## src/verilog/fft_pkg.sv

```systemverilog
package fft_pkg;

	localparam int FFT_N = 16;
	localparam int LOG2N = 4; // stages and address bits.
	localparam int DW = 16;
	localparam int TW_FRAC = 14;
	localparam int BF_LAT = 2;

	// byte offsets on the APB side.
	localparam logic [7:0] ADDR_CTRL = 8'h00;
	localparam logic [7:0] ADDR_STATUS = 8'h04;
	localparam logic [7:0] ADDR_DATA = 8'h40;

	// Q1.14 twiddles of cos and sin at 2*pi*k/16.
	localparam logic signed [DW-1:0] TW_COS [0:FFT_N/2-1] = '{
		16'sd16384,
		16'sd15137,
		16'sd11585,
		16'sd6270,
		16'sd0,
		-16'sd6270,
		-16'sd11585,
		-16'sd15137
	};

	localparam logic signed [DW-1:0] TW_SIN [0:FFT_N/2-1] = '{
		16'sd0,
		16'sd6270,
		16'sd11585,
		16'sd15137,
		16'sd16384,
		16'sd15137,
		16'sd11585,
		16'sd6270
	};

endpackage
```

## src/verilog/fft_core_top.sv

```systemverilog
`timescale 1ns/1ps

module fft_core_top
(
	input  logic clk,
	input  logic rst,
	input  logic psel,
	input  logic penable,
	input  logic pwrite,
	input  logic [7:0] paddr,
	input  logic [2*fft_pkg::DW-1:0] pwdata,
	output logic [2*fft_pkg::DW-1:0] prdata,
	output logic pready,
	output logic pslverr
);

	logic start;
	logic busy;
	logic done;
	logic host_we;
	logic [fft_pkg::LOG2N-1:0] host_addr;
	logic signed [fft_pkg::DW-1:0] host_wre;
	logic signed [fft_pkg::DW-1:0] host_wim;
	logic signed [fft_pkg::DW-1:0] host_rre;
	logic signed [fft_pkg::DW-1:0] host_rim;
	logic [fft_pkg::LOG2N-1:0] rd_addr_a;
	logic [fft_pkg::LOG2N-1:0] rd_addr_b;
	logic [fft_pkg::LOG2N-2:0] tw_idx;
	logic in_valid;
	logic wr_en;
	logic [fft_pkg::LOG2N-1:0] wr_addr_a;
	logic [fft_pkg::LOG2N-1:0] wr_addr_b;
	logic signed [fft_pkg::DW-1:0] tw_re;
	logic signed [fft_pkg::DW-1:0] tw_im;
	logic signed [fft_pkg::DW-1:0] rd_re_a;
	logic signed [fft_pkg::DW-1:0] rd_im_a;
	logic signed [fft_pkg::DW-1:0] rd_re_b;
	logic signed [fft_pkg::DW-1:0] rd_im_b;
	logic signed [fft_pkg::DW-1:0] out_re_a;
	logic signed [fft_pkg::DW-1:0] out_im_a;
	logic signed [fft_pkg::DW-1:0] out_re_b;
	logic signed [fft_pkg::DW-1:0] out_im_b;

	fft_apb_regs apb_regs
	(
		.clk(clk),
		.rst(rst),
		.psel(psel),
		.penable(penable),
		.pwrite(pwrite),
		.paddr(paddr),
		.pwdata(pwdata),
		.prdata(prdata),
		.pready(pready),
		.pslverr(pslverr),
		.busy(busy),
		.done(done),
		.host_rre(host_rre),
		.host_rim(host_rim),
		.start(start),
		.host_we(host_we),
		.host_addr(host_addr),
		.host_wre(host_wre),
		.host_wim(host_wim)
	);

	fft_ctrl ctrl
	(
		.clk(clk),
		.rst(rst),
		.start(start),
		.busy(busy),
		.done(done),
		.rd_addr_a(rd_addr_a),
		.rd_addr_b(rd_addr_b),
		.tw_idx(tw_idx),
		.in_valid(in_valid),
		.wr_en(wr_en),
		.wr_addr_a(wr_addr_a),
		.wr_addr_b(wr_addr_b)
	);

	fft_twiddle_rom twiddle_rom
	(
		.clk(clk),
		.tw_idx(tw_idx),
		.tw_re(tw_re),
		.tw_im(tw_im)
	);

	// in_valid is already one cycle behind the issued addresses.
	fft_butterfly butterfly
	(
		.clk(clk),
		.rst(rst),
		.bf_valid(in_valid),
		.a_re(rd_re_a),
		.a_im(rd_im_a),
		.b_re(rd_re_b),
		.b_im(rd_im_b),
		.tw_re(tw_re),
		.tw_im(tw_im),
		.out_re_a(out_re_a),
		.out_im_a(out_im_a),
		.out_re_b(out_re_b),
		.out_im_b(out_im_b)
	);

	fft_sample_ram sample_ram
	(
		.clk(clk),
		.busy(busy),
		.host_we(host_we),
		.host_addr(host_addr),
		.host_wre(host_wre),
		.host_wim(host_wim),
		.rd_addr_a(rd_addr_a),
		.rd_addr_b(rd_addr_b),
		.wr_en(wr_en),
		.wr_addr_a(wr_addr_a),
		.wr_addr_b(wr_addr_b),
		.wr_re_a(out_re_a),
		.wr_im_a(out_im_a),
		.wr_re_b(out_re_b),
		.wr_im_b(out_im_b),
		.host_rre(host_rre),
		.host_rim(host_rim),
		.rd_re_a(rd_re_a),
		.rd_im_a(rd_im_a),
		.rd_re_b(rd_re_b),
		.rd_im_b(rd_im_b)
	);

endmodule

```

## src/verilog/fft_sample_ram.sv

```systemverilog
`timescale 1ns/1ps

module fft_sample_ram
(
	input  logic clk,
	input  logic busy,
	input  logic host_we,
	input  logic [fft_pkg::LOG2N-1:0] host_addr,
	input  logic signed [fft_pkg::DW-1:0] host_wre,
	input  logic signed [fft_pkg::DW-1:0] host_wim,
	input  logic [fft_pkg::LOG2N-1:0] rd_addr_a,
	input  logic [fft_pkg::LOG2N-1:0] rd_addr_b,
	input  logic wr_en,
	input  logic [fft_pkg::LOG2N-1:0] wr_addr_a,
	input  logic [fft_pkg::LOG2N-1:0] wr_addr_b,
	input  logic signed [fft_pkg::DW-1:0] wr_re_a,
	input  logic signed [fft_pkg::DW-1:0] wr_im_a,
	input  logic signed [fft_pkg::DW-1:0] wr_re_b,
	input  logic signed [fft_pkg::DW-1:0] wr_im_b,
	output logic signed [fft_pkg::DW-1:0] host_rre,
	output logic signed [fft_pkg::DW-1:0] host_rim,
	output logic signed [fft_pkg::DW-1:0] rd_re_a,
	output logic signed [fft_pkg::DW-1:0] rd_im_a,
	output logic signed [fft_pkg::DW-1:0] rd_re_b,
	output logic signed [fft_pkg::DW-1:0] rd_im_b
);

	logic signed [fft_pkg::DW-1:0] mem_re [0:fft_pkg::FFT_N-1];
	logic signed [fft_pkg::DW-1:0] mem_im [0:fft_pkg::FFT_N-1];

	always_ff @(posedge clk)
	begin
		if (busy)
		begin
			if (wr_en)
			begin
				mem_re[wr_addr_a] <= wr_re_a;
				mem_im[wr_addr_a] <= wr_im_a;
				mem_re[wr_addr_b] <= wr_re_b;
				mem_im[wr_addr_b] <= wr_im_b;
			end
		end
		else if (host_we)
		begin
			mem_re[host_addr] <= host_wre;
			mem_im[host_addr] <= host_wim;
		end
	end

	always_ff @(posedge clk)
	begin
		rd_re_a <= mem_re[rd_addr_a];
		rd_im_a <= mem_im[rd_addr_a];
		rd_re_b <= mem_re[rd_addr_b];
		rd_im_b <= mem_im[rd_addr_b];
		host_rre <= mem_re[host_addr];
		host_rim <= mem_im[host_addr];
	end

	assert property (@(posedge clk) wr_en |-> wr_addr_a != wr_addr_b);
	assert property (@(posedge clk) busy |-> !host_we);

endmodule

```

## src/verilog/fft_butterfly.sv

```systemverilog
`timescale 1ns/1ps

module fft_butterfly
(
	input  logic clk,
	input  logic rst,
	input  logic bf_valid,
	input  logic signed [fft_pkg::DW-1:0] a_re,
	input  logic signed [fft_pkg::DW-1:0] a_im,
	input  logic signed [fft_pkg::DW-1:0] b_re,
	input  logic signed [fft_pkg::DW-1:0] b_im,
	input  logic signed [fft_pkg::DW-1:0] tw_re,
	input  logic signed [fft_pkg::DW-1:0] tw_im,
	output logic signed [fft_pkg::DW-1:0] out_re_a,
	output logic signed [fft_pkg::DW-1:0] out_im_a,
	output logic signed [fft_pkg::DW-1:0] out_re_b,
	output logic signed [fft_pkg::DW-1:0] out_im_b
);

	logic signed [2*fft_pkg::DW:0] prod_re;
	logic signed [2*fft_pkg::DW:0] prod_im;
	logic signed [fft_pkg::DW+1:0] p_re;
	logic signed [fft_pkg::DW+1:0] p_im;
	logic signed [fft_pkg::DW-1:0] a_re_q;
	logic signed [fft_pkg::DW-1:0] a_im_q;
	logic signed [fft_pkg::DW+2:0] sum_re;
	logic signed [fft_pkg::DW+2:0] sum_im;
	logic signed [fft_pkg::DW+2:0] dif_re;
	logic signed [fft_pkg::DW+2:0] dif_im;
	logic p_valid;

	always_comb
	begin
		prod_re = b_re * tw_re - b_im * tw_im;
		prod_im = b_re * tw_im + b_im * tw_re;
		sum_re = a_re_q + p_re;
		sum_im = a_im_q + p_im;
		dif_re = a_re_q - p_re;
		dif_im = a_im_q - p_im;
	end

	always_ff @(posedge clk)
	begin
		if (rst)
			p_valid <= 1'b0;
		else
			p_valid <= bf_valid;
	end

	always_ff @(posedge clk)
	begin
		if (bf_valid)
		begin
			p_re <= prod_re[fft_pkg::TW_FRAC +: fft_pkg::DW+2]; // truncating >>> 14.
			p_im <= prod_im[fft_pkg::TW_FRAC +: fft_pkg::DW+2];
			a_re_q <= a_re;
			a_im_q <= a_im;
		end
		if (p_valid)
		begin
			out_re_a <= sum_re[fft_pkg::DW:1]; // halved.
			out_im_a <= sum_im[fft_pkg::DW:1];
			out_re_b <= dif_re[fft_pkg::DW:1];
			out_im_b <= dif_im[fft_pkg::DW:1];
		end
	end

endmodule

```

## src/verilog/fft_twiddle_rom.sv

```systemverilog
`timescale 1ns/1ps

module fft_twiddle_rom
(
	input  logic clk,
	input  logic [fft_pkg::LOG2N-2:0] tw_idx,
	output logic signed [fft_pkg::DW-1:0] tw_re,
	output logic signed [fft_pkg::DW-1:0] tw_im
);

	// W = cos - j*sin registered one cycle behind the index.
	always_ff @(posedge clk)
	begin
		tw_re <= fft_pkg::TW_COS[tw_idx];
		tw_im <= -fft_pkg::TW_SIN[tw_idx];
	end

endmodule

```

## src/verilog/fft_ctrl.sv

```systemverilog
`timescale 1ns/1ps

module fft_ctrl
(
	input  logic clk,
	input  logic rst,
	input  logic start,
	output logic busy,
	output logic done,
	output logic [fft_pkg::LOG2N-1:0] rd_addr_a,
	output logic [fft_pkg::LOG2N-1:0] rd_addr_b,
	output logic [fft_pkg::LOG2N-2:0] tw_idx,
	output logic in_valid,
	output logic wr_en,
	output logic [fft_pkg::LOG2N-1:0] wr_addr_a,
	output logic [fft_pkg::LOG2N-1:0] wr_addr_b
);

	logic run;
	logic [$clog2(fft_pkg::LOG2N):0] stage;
	logic [fft_pkg::LOG2N-2:0] bfly;
	logic [fft_pkg::BF_LAT-1:0] drain;
	logic issue;
	logic last;
	logic [fft_pkg::LOG2N-1:0] span;
	logic [fft_pkg::LOG2N-1:0] pos;
	logic [fft_pkg::LOG2N-1:0] grp;
	logic [2*fft_pkg::LOG2N-2:0] tw_wide;
	logic [fft_pkg::BF_LAT:0] v_dly;
	logic [fft_pkg::BF_LAT:0] last_dly;
	logic [fft_pkg::LOG2N-1:0] a_dly [0:fft_pkg::BF_LAT];
	logic [fft_pkg::LOG2N-1:0] b_dly [0:fft_pkg::BF_LAT];

	// in-place DIT pair for the current stage and butterfly.
	always_comb
	begin
		issue = run && (drain == '0);
		span = {{(fft_pkg::LOG2N-1){1'b0}}, 1'b1} << stage;
		pos = {1'b0, bfly} & (span - 1'b1);
		grp = {1'b0, bfly} >> stage;
		rd_addr_a = (grp << (stage + 1'b1)) | pos;
		rd_addr_b = rd_addr_a | span;
		tw_wide = {pos, {(fft_pkg::LOG2N-1){1'b0}}} >> stage; // pos * N/2 >> s.
		tw_idx = tw_wide[fft_pkg::LOG2N-2:0];
		last = issue && (stage == fft_pkg::LOG2N - 1) && (bfly == '1);
	end

	always_ff @(posedge clk)
	begin
		if (rst)
		begin
			run <= 1'b0;
			busy <= 1'b0;
			done <= 1'b0;
			stage <= '0;
			bfly <= '0;
			drain <= '0;
		end
		else
		begin
			done <= 1'b0;
			if (start && !busy)
			begin
				run <= 1'b1;
				busy <= 1'b1;
				stage <= '0;
				bfly <= '0;
				drain <= '0;
			end
			else if (run)
			begin
				if (drain != '0)
					drain <= drain >> 1;
				else if (bfly != '1)
					bfly <= bfly + 1'b1;
				else
				begin
					bfly <= '0;
					if (stage == fft_pkg::LOG2N - 1)
						run <= 1'b0;
					else
					begin
						stage <= stage + 1'b1;
						drain <= '1; // let the pipeline write back first.
					end
				end
			end
			if (wr_en && last_dly[fft_pkg::BF_LAT])
			begin
				busy <= 1'b0;
				done <= 1'b1;
			end
		end
	end

	always_ff @(posedge clk)
	begin
		if (rst)
		begin
			v_dly <= '0;
			last_dly <= '0;
		end
		else
		begin
			v_dly <= {v_dly[fft_pkg::BF_LAT-1:0], issue};
			last_dly <= {last_dly[fft_pkg::BF_LAT-1:0], last};
		end
	end

	always_ff @(posedge clk)
	begin
		a_dly[0] <= rd_addr_a;
		b_dly[0] <= rd_addr_b;
		for (int i = 1; i <= fft_pkg::BF_LAT; i++)
		begin
			a_dly[i] <= a_dly[i-1];
			b_dly[i] <= b_dly[i-1];
		end
	end

	assign in_valid = v_dly[0]; // lines up with ram and rom data.
	assign wr_en = v_dly[fft_pkg::BF_LAT];
	assign wr_addr_a = a_dly[fft_pkg::BF_LAT];
	assign wr_addr_b = b_dly[fft_pkg::BF_LAT];

	assert property (@(posedge clk) disable iff (rst) busy |-> stage <= fft_pkg::LOG2N - 1);

endmodule

```

## src/verilog/fft_apb_regs.sv

```systemverilog
`timescale 1ns/1ps

module fft_apb_regs
(
	input  logic clk,
	input  logic rst,
	input  logic psel,
	input  logic penable,
	input  logic pwrite,
	input  logic [7:0] paddr,
	input  logic [2*fft_pkg::DW-1:0] pwdata,
	output logic [2*fft_pkg::DW-1:0] prdata,
	output logic pready,
	output logic pslverr,
	input  logic busy,
	input  logic done,
	input  logic signed [fft_pkg::DW-1:0] host_rre,
	input  logic signed [fft_pkg::DW-1:0] host_rim,
	output logic start,
	output logic host_we,
	output logic [fft_pkg::LOG2N-1:0] host_addr,
	output logic signed [fft_pkg::DW-1:0] host_wre,
	output logic signed [fft_pkg::DW-1:0] host_wim
);

	logic [7:0] data_off;
	logic [fft_pkg::LOG2N-1:0] idx;
	logic is_ctrl;
	logic is_status;
	logic is_data;
	logic rd_result;
	logic err;
	logic setup;
	logic xfer;
	logic done_flag;

	function automatic logic [fft_pkg::LOG2N-1:0] bit_rev(input logic [fft_pkg::LOG2N-1:0] a);
		logic [fft_pkg::LOG2N-1:0] r;
		for (int i = 0; i < fft_pkg::LOG2N; i++)
			r[i] = a[fft_pkg::LOG2N-1-i];
		return r;
	endfunction

	always_comb
	begin
		data_off = paddr - fft_pkg::ADDR_DATA;
		is_ctrl = (paddr == fft_pkg::ADDR_CTRL);
		is_status = (paddr == fft_pkg::ADDR_STATUS);
		is_data = ((data_off >> 2) < 8'(fft_pkg::FFT_N)) && (data_off[1:0] == 2'b00);
		idx = data_off[fft_pkg::LOG2N+1:2];
		rd_result = is_data && !pwrite;
		err = !(is_ctrl || is_status || is_data)
			|| (pwrite && is_data && busy)
			|| (pwrite && is_ctrl && pwdata[0] && busy);
		setup = psel && !penable;
		xfer = psel && penable && pready;
	end

	// samples land at bit-reversed slots and results read back in order.
	assign host_addr = pwrite ? bit_rev(idx) : idx;
	assign host_wre = pwdata[fft_pkg::DW-1:0];
	assign host_wim = pwdata[2*fft_pkg::DW-1:fft_pkg::DW];
	assign host_we = xfer && pwrite && is_data && !pslverr;
	assign start = xfer && pwrite && is_ctrl && pwdata[0] && !pslverr;

	always_comb
	begin
		prdata = '0;
		if (is_status)
			prdata[1:0] = {done_flag || done, busy};
		else if (is_data)
			prdata = {host_rim, host_rre};
	end

	always_ff @(posedge clk)
	begin
		if (rst)
		begin
			pready <= 1'b0;
			pslverr <= 1'b0;
		end
		else
		begin
			pready <= 1'b0;
			pslverr <= 1'b0;
			if (setup)
			begin
				pready <= !rd_result; // result reads wait one cycle.
				pslverr <= err;
			end
			else if (psel && penable && !pready)
				pready <= 1'b1;
		end
	end

	always_ff @(posedge clk)
	begin
		if (rst)
			done_flag <= 1'b0;
		else if (start)
			done_flag <= 1'b0;
		else if (done)
			done_flag <= 1'b1; // sticky until next start.
	end

	assert property (@(posedge clk) disable iff (rst) $rose(pready) |-> psel && penable);
	assert property (@(posedge clk) disable iff (rst) start |-> !busy);

endmodule

```

## config.mk

```make
export PLATFORM = sky130hd
export DESIGN_NAME = fft_core_top
export DESIGN_NICKNAME = d
export VERILOG_FILES = /design/src/verilog/fft_pkg.sv /design/src/verilog/fft_core_top.sv /design/src/verilog/fft_sample_ram.sv /design/src/verilog/fft_butterfly.sv /design/src/verilog/fft_twiddle_rom.sv /design/src/verilog/fft_ctrl.sv /design/src/verilog/fft_apb_regs.sv
export SDC_FILE = /design/constraint.sdc
export NUM_CORES = 2
export LEC_CHECK = 0
export BUFFER_PORTS_ARGS = -buffer_cell sky130_fd_sc_hd__buf_2
export CAP_MARGIN = 15
export CORE_MARGIN = 3
export CORE_UTILIZATION = 45
export DETAILED_ROUTE_END_ITERATION = 6
export GPL_TIMING_DRIVEN = 0
export SLEW_MARGIN = 20
export SYNTH_ARGS = -nofsm -noshare
export SYNTH_HDL_FRONTEND = slang
export SYNTH_SLANG_ARGS = --single-unit
```

## constraint.sdc

```tcl
create_clock -name clk -period 10 [get_ports clk]
set_input_delay 2 -clock clk [delete_from_list [all_inputs] [get_ports clk]]
set_output_delay 2 -clock clk [all_outputs]
set_load 0.01 [all_outputs]
```

# == Word level (Yosys, flattened, before mapping) ==
# Memory sizes are Yosys's and may differ from the RTL's. A register that Yosys moved wholly into a read port is not among the register bits.
# Cells that the tools add are included.
# word_totals
register_bits,167
latchBits,0
ramBits,536
rom_bits,256
mem_count,6
# classes
n_addsub,11
multipliers,4
div_mod_pow,0
n_lt_le_gt_ge,2
eq_ne,6
shifts,4
muxes,30
bitwise_logic,8
n_reduce_logical,47
# memory_table
memory,depth,width,rd,rd_clocked_by_memory_dff,wr,line,rtl
sample_ram.mem_im,16,16,3,3,2,fft_sample_ram.sv:29,logic signed [fft_pkg::DW-1:0] mem_im [0:fft_pkg::FFT_N-1];
sample_ram.mem_re,16,16,3,3,2,fft_sample_ram.sv:28,logic signed [fft_pkg::DW-1:0] mem_re [0:fft_pkg::FFT_N-1];
(no name shown),8,16,1,1,0,fft_twiddle_rom.sv:14,tw_re <= fft_pkg::TW_COS[tw_idx];
(no name shown),8,16,1,0,0,fft_twiddle_rom.sv:15,tw_im <= -fft_pkg::TW_SIN[tw_idx];
ctrl.a_dly,3,4,3,0,3,fft_ctrl.sv:31,logic [fft_pkg::LOG2N-1:0] a_dly [0:fft_pkg::BF_LAT];
ctrl.b_dly,3,4,3,0,3,fft_ctrl.sv:32,logic [fft_pkg::LOG2N-1:0] b_dly [0:fft_pkg::BF_LAT];
# op_table
operator,count
16-bit by 16-bit multiplier with 31-bit output,4
16-bit 2-to-1 mux,4
16-bit by 17-bit adder with 17-bit output,2
16-bit by 17-bit subtractor with 17-bit output,2
32-bit 2-to-1 mux,1
16-bit OR reduction,2
31-bit adder,1
31-bit subtractor,1
30-bit 2-to-1 mux,1
1-bit logical AND,22
1-bit 2-to-1 mux,16
16-bit negator,1
4-bit 2-to-1 mux,3
8-bit by 3-bit == test with 1-bit output (second input constant),1
8-bit logical NOT,1
2-bit 2-to-1 mux,4
4-bit bitwise OR,2
2-bit OR reduction,4
8-bit by 7-bit subtractor with 8-bit output (second input constant),1
1-bit logical NOT,7
7-bit by 3-bit >> shifter with 3-bit output,1
3-bit by 1-bit adder with 3-bit output (second input constant),2
6-bit by 5-bit < comparator with 1-bit output (second input constant),1
1-bit logical OR,5
other kinds (19),23

# == Longest topological paths before layout ==
# depth
depth_word,10
mapped_depth,29
mapped_depth_nobuf,28

# == Hierarchy ==
# A second synthesis with hierarchy kept.
# unflattened
cells_unflattened,7689
hier_area_um2,84632.4
# by_module_without_submodules
mod,instances,cells_per_inst,area_per_inst_um2,seq_area_each_um2
fft_butterfly,1,4744,45357.3,3923.8
fft_sample_ram,1,2617,36183.5,17296.6
fft_ctrl,1,149,1519.0,820.8
fft_twiddle_rom,1,77,828.3,420.4
fft_apb_regs,1,102,744.5,60.1

# == Least setup slack after synthesis ==
# OpenSTA, ideal clock, no wires.
# synth_timing
path_kind,reg2reg
from,reg sample_ram.rd_im_b[15] (netlist name) (read register of sample_ram.mem_im)
to,reg butterfly.p_re[16] (netlist name) (data pin)
arrival_time_ns,7.321
setup_slack_ns,2.414
path_stages_with_launch,27
period_less_slack_ns,7.586
cell_sequence,dfxtp_1 -> clkbuf_1 -> clkbuf_1 -> nand2_1 -> inv_1 -> fa_1 -> inv_1 -> fa_1 -> inv_1 -> fa_1 -> inv_1 -> fa_1 -> fa_1 -> fa_1 -> fa_1 -> inv_1 -> fa_1 -> inv_1 -> ha_1 -> a21o_1 -> a21o_1 -> a2111oi_0 -> o211ai_1 -> nand2_1 -> a311oi_1 -> a311oi_1 -> xnor2_1
# synth_between
elab_chain_len,2
# synth_rtl
item,line,rtl
"start, declared",fft_sample_ram.sv:25,output logic signed [fft_pkg::DW-1:0] rd_im_b
16-bit by 16-bit multiplier with 31-bit output,fft_butterfly.sv:34,prod_re = b_re * tw_re - b_im * tw_im;
31-bit subtractor,fft_butterfly.sv:34,
net butterfly.prod_re (one bit),fft_butterfly.sv:20,logic signed [2*fft_pkg::DW:0] prod_re;
"end signal, assigned",fft_butterfly.sv:54,p_re <= prod_re[fft_pkg::TW_FRAC +: fft_pkg::DW+2];
"end, declared",fft_butterfly.sv:22,logic signed [fft_pkg::DW+1:0] p_re;
# The timed path passes the listed nets, and every way through them passes these cells.
# A chain may end at the register's enable or synchronous reset.

# == Final worst setup path ==
# layout_timing
from,reg twiddle_rom.tw_re[7] (netlist name)
to,reg butterfly.p_re[16] (netlist name) (data pin)
# layout_between
elab_chain_len,2
# layout_rtl
item,line,rtl
"start, declared",fft_twiddle_rom.sv:7,"output logic signed [fft_pkg::DW-1:0] tw_re,"
16-bit by 16-bit multiplier with 31-bit output,fft_butterfly.sv:34,
31-bit subtractor,fft_butterfly.sv:34,
net butterfly.prod_re (one bit),fft_butterfly.sv:20,
# The timed path passes the listed nets, and every way through them passes these cells.

==> results_dict.tcl <==
set metrics [dict create \
    wl_per_cell_um 29.61 \
    cts_buffers 91 \
    grt_first_pass_wirelength_um 498100 \
    pin_count 79 \
    root_buffer "clkbuf_16" \
    final-setup-viol-count 0 \
    critPathBufInv 8 \
    switching_share 0.2383 \
    p_leak_uw 0.04004 \
    core_area_sq_mm 0.1839 \
    drtIter0Drc 8373 \
    dp.cells 11660 \
    critPathRequiredTime_ps 10470 \
    clk_pin_slew_ps 60 \
    cts.sinks 807 \
    slowest_stage "dfxtp_1" \
    synth_top_area_cell "fa_1" \
    final_max_slew_viol_count 0 \
    yosys.area.top_type_share 0.2665 \
    grt_util_all_layers 0.3662 \
    start_util 0.4547 \
    relSlewSlack 0.1644 \
    post-route-period-util 0.9614 \
    numPortBuffers 77 \
    grt.overflow.total 0 \
    firstDrtPassIters 7 \
    clkPwrFrac 0.484 \
    num_rows 157 \
    period_needed_ps 9615 \
    syn_area_per_cell_sq_um 9.200 \
    die-area_sq_mm 0.1910 \
    fmax_mhz 104.0 \
    synth_area_sq_mm 0.08360 \
    instances_no_fill 11850 \
    ys_seq_area_frac 0.2701 \
    synth-edff-count 642 \
    dieHeight_um 437.0 \
    endpoint_kind "flip-flop" \
    drc_errors 5 \
    vias 69640 \
    hp-class "reg2reg" \
    die_width_um 437.0 \
    setup_tns_ps 0 \
    synth_ff_type "edfxtp_1" \
    detail-route-antenna-nets 0 \
    cp_common_cell "fa_1" \
    skew_ps 43.35 \
    p_int_uw 5773 \
    timing.final.hold_violations 0 \
    ys_ff_latch 807 \
    switching_power_uw 1806 \
    crit_arrival_ps 10080 \
    powerDensity_mw_per_mm2 82.94 \
    rsz0062_at_grt "false" \
    ys_types 69 \
    critical-path-max-stage-delay_ps 840 \
    worst_slew_pin_slew_ps 1253 \
    cts_tree "done" \
    synthCells 9087 \
    ys_top_cells_by_area "fa_1 (27%), edfxtp_1 (23%), nand2_1 (7.0%), inv_1 (6.2%), ha_1 (5.5%)" \
    antenna_found_initial 37 \
    start_kind "flip-flop" \
    clk_latency_ps 760 \
    crit_family "adder cells" \
    yosysMostFrequentCell "nand2_1" \
    peakVddDrop_uv 133.6 \
    synth_common_cells "nand2_1 (1,561), inv_1 (1,388), fa_1 (1,113)" \
    area_growth_pct 9.300 \
    ys_async_sr_fraction 0 \
    ys_warn_count 0 \
    htreeDepth 3 \
    grt_pass1_vias 71130 \
    syn_nets 10610 \
    nets 10810 \
    outcome "complete, but fails checks" \
    cap_viol_max_count 0 \
    combPwrFrac 0.041 \
    seqPwrFrac 0.475 \
    gp_congestion 1.043 \
    drive_gt1_frac 0.06800 \
    critPathKind "reg2reg" \
    routed_via_density 5.877 \
    dp_hpwl_um 286100 \
    grt_max_degree 36 \
    failed_checks "design-rule violations" \
    path_max_fanout 10 \
    cts_max_path_buffers 3 \
    wl_um 350900 \
]
registers in the layout (all words and copies together) (netlist names), 11 cells and up:
signal and flops:
ctrl.b_dly 12, ctrl.a_dly 12, butterfly.out_im_b 16, sample_ram.host_rre 16
sample_ram.rd_im_a 16, butterfly.out_re_b 16, twiddle_rom.tw_re 11, butterfly.p_re 17
sample_ram.rd_re_b 16, butterfly.out_im_a 16, sample_ram.mem_re 256, butterfly.a_im_q 16
sample_ram.rd_re_a 16, sample_ram.host_rim 16, butterfly.a_re_q 16, butterfly.out_re_a 16
sample_ram.mem_im 256, twiddle_rom.tw_im 14, sample_ram.rd_im_b 16, butterfly.p_im 17
kinds of logic after synthesis:
kind of cell	Yosys count	synth area share
AND/OR/NAND/NOR	3347	0.1782
AO/OA/AOI/OAI	1074	0.07845
flip-flops	807	0.2701
XOR/XNOR	148	0.01550
adder cells (fa/ha/maj)	1481	0.3216
multiplexers	177	0.04050
buffers and inverters	2053	0.09569
cell usage in the layout, fill, tap and decap left out, types with 163 or more instances in the layout:
cell type,instances
nand3_1,416
fa_1,1113
nand2_1,1561
edfxtp_1,642
inv_1,1388
and2_1,422
clkbuf_1,458
buf_2,207
nor2_1,635
ha_1,368
a21oi_1,617
dfxtp_1,163
path summary, 6_finish.rpt:
kind / startpoint / to / slack, ps / cells after the start
setup / recovery: twiddle_rom.tw_re[7]$_SDFF_PN0_ / butterfly.p_re[16]$_DFFE_PP_ / 390 / 26
hold / removal: ctrl.a_dly[0][0]$_DFF_P_ / ctrl.a_dly[0][4]$_DFF_P_ / 330 / 0
hold reg to reg: ctrl.a_dly[0][0]$_DFF_P_ / ctrl.a_dly[0][4]$_DFF_P_ / 330 / 0
setup reg to reg: twiddle_rom.tw_re[7]$_SDFF_PN0_ / butterfly.p_re[16]$_DFFE_PP_ / 390 / 26
final cells by class:
class	instances	area [sq um]
plain buffers	660	2788
diodes	19	47.55
inverters	1393	5229
multi-input cells	6227	53320
clock buffers	112	2500
well taps	2464	3083
flip-flops and latches	807	22590
repair buffers	108	1099
fillers	17610	92490
clock inverters	60	725.7
layer usage:
layer | routed length, um | global-route usage | vias to the layer above
met1 | 125300 | 0.4388 | 34520
met4 | 30790 | 0.2637 | 18
met5 | 112 | 0 | -
met3 | 33870 | 0.08087 | 1210
li1 | - | - | 29590
met2 | 160900 | 0.5835 | 4309
metrics by stage:
stage / total power, uW / instance area [sq um] / hold WS (ps) / utilization / setup WS, ps
after floorplan: 3834 / 83600 / 309.6 / - / 2414
after global placement: 3965 / 87070 / 313.1 / 0.4736 / -1941
after detailed placement: 3967 / 88060 / 312.1 / 0.4790 / -154.7
after CTS: 7595 / 91290 / 326.6 / 0.4965 / 138.5
after global routing: 7729 / 91330 / 330.8 / 0.4967 / 33.97
final: 7579 / 91380 / 327.1 / 0.4970 / 385.5
power groups by stage:
stage               Sequential, uW  Clock [uW]  Combinational [uW]
floorplan                     3670           0                 167
global placement              3670           0                 296
detailed placement            3670           0                 297
CTS                           3600        3700                 299
global route                  3600        3820                 315
finish                        3600        3670                 310
what timing repair did:
action / CTS / global route
setup buffers: 0 / 0
endpoints found under the setup margin: 3 / 3
hold buffers: 0 / 0
gates resized for setup: 2 / 4
(Power assumes the default switching activity.)
